$ cat src/rob_pkg.sv
package rob_pkg;

  localparam int xlen = 32;

  // slot tags cover a buffer of at most 16 entries
  localparam int tag_w = 4;

  // opcode class, which decides the register and memory write flags at commit
  typedef enum logic [1:0] {
    ALU,
    LOAD,
    STORE,
    BRANCH
  } instr_kind_e;

  typedef enum logic [1:0] {
    FREE,
    WAITING,
    COMPLETED
  } entry_status_e;

  typedef struct packed {
    logic            valid;
    instr_kind_e     kind;
    logic [xlen-1:0] pc;
    logic [4:0]      rd;
    logic [xlen-1:0] predicted_target;
  } issue_req_t;

  // target is the resolved next pc, only meaningful for a branch
  typedef struct packed {
    logic             valid;
    logic [tag_w-1:0] tag;
    logic [xlen-1:0]  value;
    logic [xlen-1:0]  target;
  } result_t;

  typedef struct packed {
    logic             valid;
    logic [tag_w-1:0] tag;
    logic [xlen-1:0]  pc;
    logic [4:0]       rd;
    logic [xlen-1:0]  value;
    logic             reg_write;
    logic             mem_write;
  } commit_t;

  typedef struct packed {
    logic            valid;
    logic [xlen-1:0] target;
  } redirect_t;

endpackage
$ cat src/rob_top.sv
module rob_top #(
  parameter int SIZE = 16
) (
  input  logic                        global_bus,
  input  logic                        rst_n,
  input  rob_pkg::issue_req_t         issue     [2],
  output logic [rob_pkg::tag_w-1:0]   issue_tag [2],
  output logic                        full,
  input  rob_pkg::result_t            result    [2],
  input  logic [1:0]                  lane_busy,
  output rob_pkg::commit_t            commit    [2],
  output rob_pkg::redirect_t          redirect
);

  // the buffer holds the arbiter and the branch resolver
  reorder_buffer #(
    .SIZE (SIZE)
  ) rob (
    .global_bus (global_bus),
    .rst_n      (rst_n),
    .issue      (issue),
    .issue_tag  (issue_tag),
    .full       (full),
    .result     (result),
    .lane_busy  (lane_busy),
    .commit     (commit),
    .redirect   (redirect)
  );

endmodule

$ cat src/reorder_buffer.sv
module reorder_buffer #(
  parameter int SIZE = 16
) (
  input  logic                        global_bus,
  input  logic                        rst_n,
  input  rob_pkg::issue_req_t         issue     [2],
  output logic [rob_pkg::tag_w-1:0]   issue_tag [2],
  output logic                        full,
  input  rob_pkg::result_t            result    [2],
  input  logic [1:0]                  lane_busy,
  output rob_pkg::commit_t            commit    [2],
  output rob_pkg::redirect_t          redirect
);

  localparam int idx_w = $clog2(SIZE);
  localparam int cnt_w = $clog2(SIZE + 1);

  rob_pkg::entry_status_e    status      [SIZE];
  rob_pkg::instr_kind_e      kind        [SIZE];
  logic [rob_pkg::xlen-1:0]  pc          [SIZE];
  logic [4:0]                rd          [SIZE];
  logic [rob_pkg::xlen-1:0]  pred_target [SIZE];
  logic [rob_pkg::xlen-1:0]  value       [SIZE];
  logic [rob_pkg::xlen-1:0]  res_target  [SIZE];

  logic [idx_w-1:0] head;
  logic [idx_w-1:0] tail;
  logic [cnt_w-1:0] count;

  logic [idx_w-1:0] slot      [2];
  logic [idx_w-1:0] res_idx   [2];
  logic [1:0]       take;
  logic [1:0]       res_hit;
  logic [1:0]       lane_sel;
  logic             request;
  logic             grant;
  logic             lane;
  logic             mispredict;

  function automatic logic [rob_pkg::tag_w-1:0] to_tag(input logic [idx_w-1:0] p);
    logic [rob_pkg::tag_w-1:0] t;
    t = '0;
    t[idx_w-1:0] = p;
    return t;
  endfunction

  // fewer than two free slots blocks the whole issue pair
  assign full = count > cnt_w'(SIZE - 2);

  // lane 1 takes the slot after lane 0 only when lane 0 issues as well
  assign slot[0] = tail;
  assign slot[1] = issue[0].valid ? tail + idx_w'(1) : tail;
  assign issue_tag[0] = to_tag(slot[0]);
  assign issue_tag[1] = to_tag(slot[1]);

  // a redirect drops whatever tries to issue in the same cycle
  assign take[0] = issue[0].valid && !full && !mispredict;
  assign take[1] = issue[1].valid && !full && !mispredict;

  always_comb begin
    for (int r = 0; r < 2; r++) begin
      res_idx[r] = result[r].tag[idx_w-1:0];
      res_hit[r] = result[r].valid && status[res_idx[r]] != rob_pkg::FREE;
    end
  end

  assign request  = status[head] == rob_pkg::COMPLETED;
  assign lane_sel = {grant & lane, grant & ~lane};

  commit_arbiter arbiter (
    .global_bus (global_bus),
    .rst_n      (rst_n),
    .request    (request),
    .lane_busy  (lane_busy),
    .grant      (grant),
    .lane       (lane)
  );

  branch_resolver resolver (
    .global_bus       (global_bus),
    .rst_n            (rst_n),
    .retire           (grant),
    .head_kind        (kind[head]),
    .predicted_target (pred_target[head]),
    .resolved_target  (res_target[head]),
    .mispredict       (mispredict),
    .redirect         (redirect)
  );

  always_ff @(posedge global_bus or negedge rst_n) begin
    if (!rst_n) begin
      head  <= '0;
      tail  <= '0;
      count <= '0;
    end else if (mispredict) begin
      // the branch leaves and everything younger is gone, so the buffer empties
      head  <= head + idx_w'(1);
      tail  <= head + idx_w'(1);
      count <= '0;
    end else begin
      head  <= head + idx_w'(grant);
      tail  <= tail + idx_w'(take[0]) + idx_w'(take[1]);
      count <= count + cnt_w'(take[0]) + cnt_w'(take[1]) - cnt_w'(grant);
    end
  end

  // later assignments win, so a flush overrides everything else
  always_ff @(posedge global_bus or negedge rst_n) begin
    if (!rst_n) begin
      for (int i = 0; i < SIZE; i++) begin
        status[i] <= rob_pkg::FREE;
      end
    end else begin
      for (int r = 0; r < 2; r++) begin
        if (res_hit[r]) begin
          status[res_idx[r]] <= rob_pkg::COMPLETED;
        end
      end
      for (int l = 0; l < 2; l++) begin
        if (take[l]) begin
          status[slot[l]] <= rob_pkg::WAITING;
        end
      end
      if (grant) begin
        status[head] <= rob_pkg::FREE;
      end
      if (mispredict) begin
        for (int i = 0; i < SIZE; i++) begin
          status[i] <= rob_pkg::FREE;
        end
      end
    end
  end

  always_ff @(posedge global_bus) begin
    for (int l = 0; l < 2; l++) begin
      if (take[l]) begin
        kind[slot[l]]        <= issue[l].kind;
        pc[slot[l]]          <= issue[l].pc;
        rd[slot[l]]          <= issue[l].rd;
        pred_target[slot[l]] <= issue[l].predicted_target;
      end
    end
    for (int r = 0; r < 2; r++) begin
      if (res_hit[r]) begin
        value[res_idx[r]]      <= result[r].value;
        res_target[res_idx[r]] <= result[r].target;
      end
    end
  end

  always_ff @(posedge global_bus or negedge rst_n) begin
    if (!rst_n) begin
      commit[0].valid <= 1'b0;
      commit[1].valid <= 1'b0;
    end else begin
      for (int l = 0; l < 2; l++) begin
        commit[l].valid <= lane_sel[l];
        if (lane_sel[l]) begin
          commit[l].tag       <= to_tag(head);
          commit[l].pc        <= pc[head];
          commit[l].rd        <= rd[head];
          commit[l].value     <= value[head];
          commit[l].reg_write <= kind[head] == rob_pkg::ALU || kind[head] == rob_pkg::LOAD;
          commit[l].mem_write <= kind[head] == rob_pkg::STORE;
        end
      end
    end
  end

endmodule

$ cat src/branch_resolver.sv
module branch_resolver (
  input  logic                     global_bus,
  input  logic                     rst_n,
  input  logic                     retire,
  input  rob_pkg::instr_kind_e     head_kind,
  input  logic [rob_pkg::xlen-1:0] predicted_target,
  input  logic [rob_pkg::xlen-1:0] resolved_target,
  output logic                     mispredict,
  output rob_pkg::redirect_t       redirect
);

  logic is_branch;
  logic target_differs;

  assign is_branch      = head_kind == rob_pkg::BRANCH;
  assign target_differs = predicted_target != resolved_target;

  // the buffer flushes on this in the same cycle the branch retires
  assign mispredict = retire && is_branch && target_differs;

  always_ff @(posedge global_bus or negedge rst_n) begin
    if (!rst_n) begin
      redirect.valid <= 1'b0;
    end else begin
      redirect.valid <= mispredict;
      if (mispredict) begin
        redirect.target <= resolved_target;
      end
    end
  end

endmodule

$ cat src/commit_arbiter.sv
module commit_arbiter (
  input  logic       global_bus,
  input  logic       rst_n,
  input  logic       request,
  input  logic [1:0] lane_busy,
  output logic       grant,
  output logic       lane
);

  logic last_lane;

  assign grant = request && !(&lane_busy);

  // with both lanes free the one not used last time wins
  always_comb begin
    if (lane_busy[0]) begin
      lane = 1'b1;
    end else if (lane_busy[1]) begin
      lane = 1'b0;
    end else begin
      lane = ~last_lane;
    end
  end

  always_ff @(posedge global_bus or negedge rst_n) begin
    if (!rst_n) begin
      // lane 0 gets the first grant after reset
      last_lane <= 1'b1;
    end else if (grant) begin
      last_lane <= lane;
    end
  end

endmodule

$ cat config.mk
export PLATFORM = sky130hd
export DESIGN_NAME = rob_top
export DESIGN_NICKNAME = d
export VERILOG_FILES = /design/src/rob_pkg.sv /design/src/rob_top.sv /design/src/reorder_buffer.sv /design/src/branch_resolver.sv /design/src/commit_arbiter.sv
export SDC_FILE = /design/constraint.sdc
export NUM_CORES = 2
export LEC_CHECK = 0
export BUFFER_PORTS_ARGS = -buffer_cell sky130_fd_sc_hd__buf_2
export CAP_MARGIN = 20
export CORE_ASPECT_RATIO = 0.7
export CORE_UTILIZATION = 38
export CTS_BUF_LIST = sky130_fd_sc_hd__clkbuf_8
export DETAILED_ROUTE_END_ITERATION = 10
export PLACE_DENSITY = 0.52
export SETUP_SLACK_MARGIN = 0.5
export SYNTH_ARGS = -nofsm -noshare
export SYNTH_HDL_FRONTEND = slang
export SYNTH_SLANG_ARGS = --single-unit
$ cat constraint.sdc
create_clock -name global_bus -period 11.9 [get_ports global_bus]
set_clock_uncertainty 0.2 [all_clocks]
set_input_delay 0.595 -clock global_bus [delete_from_list [all_inputs] [get_ports global_bus]]
set_output_delay 0.595 -clock global_bus [all_outputs]
set_load 0.05 [all_outputs]
## Word-level counts from Yosys, hierarchy flattened

Memory sizes are Yosys's and may differ from the RTL's.
Cells that the tools add are included.

- Flip-flop bits (word level): 231
- Memory bits (writable): 2160
- Input bits: 286
- Output and inout bits: 194
- Word-level logic and storage cells: 153
- Memories: 6

- $add $sub $neg: 8
- Order comparisons: 11
- Equality and inequality tests: 5
- Mux-type cells: 39
- Bitwise operators: 23
- Reductions and logical operators: 25

Memory list:

| name | depth | width | rd ports | clocked after memory_dff | write ports | line | source |
|---|---|---|---|---|---|---|---|
| rob.pc | 16 | 32 | 1 | 0 | 2 | reorder_buffer.sv:20 | `logic [rob_pkg::xlen-1:0] pc [SIZE];` |
| rob.pred_target | 16 | 32 | 1 | 0 | 2 | reorder_buffer.sv:22 | `logic [rob_pkg::xlen-1:0] pred_target [SIZE];` |
| rob.res_target | 16 | 32 | 1 | 0 | 2 | reorder_buffer.sv:24 | `logic [rob_pkg::xlen-1:0] res_target [SIZE];` |
| rob.value | 16 | 32 | 1 | 0 | 2 | reorder_buffer.sv:23 | `logic [rob_pkg::xlen-1:0] value [SIZE];` |
| rob.rd | 16 | 5 | 1 | 0 | 2 | reorder_buffer.sv:21 | `logic [4:0] rd [SIZE];` |
| rob.kind | 16 | 2 | 1 | 0 | 2 | reorder_buffer.sv:19 | `rob_pkg::instr_kind_e kind [SIZE];` |

Operators by type and width:

| operator | count |
|---|---|
| 32-bit two-way mux | 6 |
| 16-bit AND | 4 |
| 16-bit inverter | 4 |
| 16-bit bitwise OR | 4 |
| 2-bit demux with 4-bit select | 5 |
| 32-bit AND | 1 |
| 32-bit != test | 1 |
| 32-bit inverter | 1 |
| 5-bit greater-or-equal comparator (second input constant) | 5 |
| 5-bit by 1-bit less-than comparator with 1-bit output (second input constant) | 5 |
| 4-bit inverter with 5-bit output | 5 |
| 2-bit binary-select mux with 4-bit select | 3 |
| 2-bit two-way mux | 11 |
| 1-bit logical AND | 14 |
| 4-bit by 1-bit adder with 4-bit output | 3 |
| 4-bit two-way mux | 3 |
| 5-bit by 1-bit adder with 5-bit output | 2 |
| 1-bit two-way mux | 10 |
| 4-bit by 1-bit adder with 4-bit output (second input constant) | 2 |
| 2-bit AND reduction | 4 |
| 2-bit == test (second input constant) | 3 |
| 5-bit by 4-bit greater-than comparator with 1-bit output (second input constant) | 1 |
| 5-bit two-way mux | 1 |
| 5-bit by 1-bit subtractor with 5-bit output | 1 |
| other kinds (7) | 12 |

## Logic depth before layout (Yosys ltp)

- Depth in word-level cells: 17
- Mapped depth: 23

## Cells and area by module

A second synthesis with hierarchy kept.

- Cells, all modules: 6354
- Area total of the unflattened synthesis: 117182.4 um^2

Modules (own cells, without submodules):

| module | times used | cells each | area an instance (um^2) | sequential area each (um^2) |
|---|---|---|---|---|
| reorder_buffer | 1 | 6269 | 115773.5 | 70542.7 |
| branch_resolver | 1 | 79 | 1350.0 | 985.9 |
| commit_arbiter | 1 | 6 | 58.8 | 26.3 |

## Least setup slack after synthesis

Ideal clock, no wire load.

- Kind: reg-to-reg
- Start point: register rob.head[0]
- End point: memory rob.kind[11][0] in the netlist's numbering (enable)
- Arrival: 8447 ps
- Slack: 2647 ps
- Stages on the path, launching flop included: 14
- Path buffers: 7
- Clock period less this slack: 9253 ps
- Path through: dfrtp_1 -> buf_2 -> buf_2 -> buf_2 -> buf_2 -> mux4_2 -> mux4_2 -> nand2_1 -> nor2_1 -> a21boi_2 -> buf_2 -> buf_2 -> clkbuf_1 -> o31ai_1

RTL lines:

| what | line | source |
|---|---|---|
| start: declaration | reorder_buffer.sv:26 | `logic [idx_w-1:0] head;` |
| start signal: assignment | reorder_buffer.sv:97 | `head <= head + idx_w'(1);` |
| start signal: assignment | reorder_buffer.sv:101 | `head <= head + idx_w'(grant);` |
| end: declaration | reorder_buffer.sv:19 |  |

==> results.md <==
- DR DRC count: 0
- HP Start: result[136]
- Async S/R FF share, synth: 2.05%
- Hold endpoint: rob.status[12]
- Number of port buffers: 479
- Initial antenna violation count: 60
- Hold Fails Final Rpt: 0
- DP Wirelength: between 200000 and 250000 um
- Critical Path Start: rob.head[1]
- Sequential cell area fraction in the yosys report: 61.4%
- Initial drt markers: 7149
- Buf/Inv on CP: 5
- Worst path slowest cell: dfrtp_4
- P per Cell Area: 195 nW/um^2
- Peak VDD IR: 221 uV
- Drt pass-1 iters: 5
- Unrepaired setup endpoints after global routing: false
- WL per Instance: around 33 um
- Vias per cell: slightly below 6
- Met2 wire len: about 170000 um
- Critical path type: register to register
- Setup crit end kind: register
- CP max stage delay: around 0.97 ns
- Layout area overhead: 15.0%
- I/O pin cnt: 480
- Synthesized area: 117000 sq um
- Skew-Pair Late Insertion Delay: roughly 1.1 ns
- Total GRT Usage: 24.3%
- Met3 WL: 26300 um
- H-tree Lvls: 5
- Clock power frac: a little over a quarter
- Post-Synthesis Cells: 6487
- # rows: ~170
- Combinational Power Share: approximately 33%
- Cell internal pwr: 0.0172 W
- Minimum clock period after layout: 8.10 ns
- Nets: 7527
- NetSw: 0.00892 W
- CP Launch Type: register
- DRT Wirelength: 384000 um
- Placeable core region: 304000 sq um
- Fmax: between 0.1 and 0.15 GHz
- Avg Synthesized Cell Area: 18.0 sq um
- Clk sinks: 2391
- Num CTS Buffers: 401
- Crit path DAT: 8.68 ns
- Hold Worst Slack: 0.134 ns
- Final Max Tran Viols: 0
- Place WS: slightly above 4 ns
- FF-to-FF Start: rob.head[1]
- Reg2reg path depth: 13
- Vias in the first global route: 69300
- Die width: 664 um
- Worst-Margin Slew: 1.17 ns
- Dominant synthesized flop cell: edfxtp_1
- Final count of negative-setup-slack endpoints: 0
- Fraction of layout cells with a size suffix above 1: around half
- Sequential Power Share: 41.2%
- Clk slew on worst S/H paths: 0.07 ns
- Status: finished, final reports clean
- Max-cap violations: 0
- Die Footprint: 309000 sq um
- CP cell instances: buf_12, buf_12, nand2_1, o32a_1, mux4_2, a221o_1, nor2_1, a21boi_4, buf_4, or4_4, buf_4, mux2_2, dlygate4sd3_1
- CTS tree: built
- Switching Share: 34.2%
- Crit path max-delay family: buffers and inverters
- Number of distinct library cells after synthesis: 59
- First-pass GRT wire length: 539000 um
- Final ANT Viol Nets: 0
- Slew headroom: 22.0%
- Leakage power: 45.0 nW
- Pin count of the biggest net entering global routing: around 150
- Crit path required time: 12.47 ns
- Crit Path Max Fanout: 150
- Total negative slack: 0 ns
- CTS Buffer Depth: 4
- Root Buffer: clkbuf_8
- EDFF count, synth: about 2300
- Routed met1 length: 174000 um
- DR top layer: met5
- Final global-route overflow total: 0
- #FFs+latches synth: approximately 2400
- Yosys warnings: 0
- Critical R2R Capture: rob.pred_target[15][4]
- Placed inst area: 123000 sq um
- Fin crit share: 68.1%
- GP Congestion: 0.775
- Die span in y: 465 um
- Reg2Reg Setup Slack: 3.80 ns
- Design Area, Final: 134000 sq um
- Worst Hold Depth: 4
- Power consumption: 0.0261 W
- Setup ws final: around 3.8 ns
- Synthesized Nets: 6794
- Via Count: 67600
- Hold Path Class: input pin to register
- Starting density of the core: 38.4%
layout by cell type (no fill, tap or decap), types with 8 or more instances in the layout:
cell type and n:
edfxtp_1 2342, mux2_2 2113, mux4_2 618, buf_2 480, dlygate4sd3_1 414, clkbuf_8 408, inv_1 190, a22oi_1 128
buf_4 119, nand2_1 93, clkinv_1 88, nor2_1 54, mux2_1 50, dfrtp_1 44, xor2_1 40, clkinv_2 30
diode_2 19, ha_1 18, a21oi_1 17, a21o_1 15, nor3_1 12, o21ai_0 12, nor3b_1 11, buf_12 11
nor2_4 9, or3_4 9, nor2b_1 8, nand3_1 8, o21ai_4 8, o211ai_1 8, bufinv_16 8
timing repair:
action                                   CTS  global route
resized for setup                          0             0
endpoints found under the setup margin     0             0
hold endpoints to repair                2217             0
hold buffers                             414             0
buffers inserted                           0             0
power groups by stage:
stage	clock network, W	registers, W	logic (W)
final	0.00685	0.0107	0.00850
after global routing	0.00735	0.0108	0.00894
after CTS	0.00702	0.0107	0.00857
after detailed placement	0	0.0109	0.00841
after global placement	0	0.0109	0.00837
after floorplan	0	0.0112	0.00520
cells by family after synthesis:
group	synth area share (%)
mux	32.9
xor+xnor	0.323
compound gates	1.52
simple gates	1.12
fa+ha+maj	0.245
flops	61.4
buf+inv	2.58
worst register-to-register path, stage by stage, from the launching register on:
cell and delay, ns:
dfrtp_4 0.97, buf_12 0.83, buf_12 0.55, nand2_1 0.22, o32a_1 0.18, mux4_2 0.51
a221o_1 0.48, nor2_1 0.39, a21boi_4 0.26, buf_4 0.47, or4_4 0.86, buf_4 0.84
mux2_2 0.53, dlygate4sd3_1 0.55
stage by stage:
stage | util (%) | std cells
after floorplan | - | 6487
after global placement | 40.4 | 10400
after detailed placement | 40.4 | 10400
after CTS | 44.1 | 11500
after global routing | 44.1 | 11600
final | 44.1 | 11600
state kept, by name, indices dropped and copies added (netlist names):
name / flops
rob.status: 32
rob.res_target: 512
rob.resolver.redirect: 33
rob.value: 512
rob.count: 5
rob.pred_target: 512
rob.rd: 80
rob.kind: 32
rob.pc: 512
rob.commit: 152
rob.tail: 4
rob.arbiter.last_lane: 1
rob.head: 4
per-layer routing:
| layer | track usage, % | vias to the layer above |
|---|---|---|
| met1 | 35.6 | 36500 |
| met4 | 6.33 | 22 |
| met2 | 37.3 | 2653 |
| met5 | 0 | - |
| met3 | 4.29 | 580 |
| li1 | - | 27800 |
area by class of cell:
cell class	instances	area, sq um
Tap cell	4018	5030
Clock inverter	301	1450
Antenna cell	19	47.5
Timing Repair Buffer	1027	7730
Multi-Input combinational cell	3366	42600
Clock buffer	408	5620
Inverter	33	131
Fill cell	26900	170000
Sequential cell	2391	71600
worst max-delay path by stage:
stage / to / cells after the start
after floorplan: rob.kind[11][0] / 13
after global placement: rob.pc[15][11] / 13
after detailed placement: rob.pc[15][11] / 14
after CTS: rob.pred_target[15][4] / 13
after global routing: rob.pred_target[15][4] / 13
final: rob.pred_target[15][4] / 13
synthesized netlist by cell type (3+ instances only):
master	count	area (sq um)
nor3_1	13	65.1
mux2_2	2113	23800
o22ai_1	6	37.5
buf_6	7	78.8
nand3_1	12	60.1
nand2b_1	9	56.3
buf_2	140	701
inv_1	33	124
mux4_2	618	13900
nor2b_1	15	93.8
nand2_1	98	368
a31oi_1	7	43.8
nand4_1	5	31.3
o211ai_1	8	60.1
a22oi_1	128	961
o22a_1	6	52.6
or3_1	13	81.3
xnor2_1	3	26.3
o21a_1	7	52.6
nor3b_1	11	82.6
mux2i_1	4	40.0
buf_4	11	82.6
or2_2	4	25.0
o21ai_0	20	100
o21ba_2	3	30.0
fa_1	3	60.1
o21bai_1	6	45.0
edfxtp_1	2342	70300
and3_1	3	18.8
xor2_1	40	350
a21o_1	15	113
mux2_1	50	563
ha_1	18	225
nor2_1	63	236
a21oi_1	17	85.1
o2111ai_1	3	26.3
nor4_1	10	62.6
dfrtp_1	48	1200
and2_1	9	56.3
buf_1	58	218
a211oi_1	3	22.5
clkbuf_1	481	1810
(Power assumes the default switching activity.)
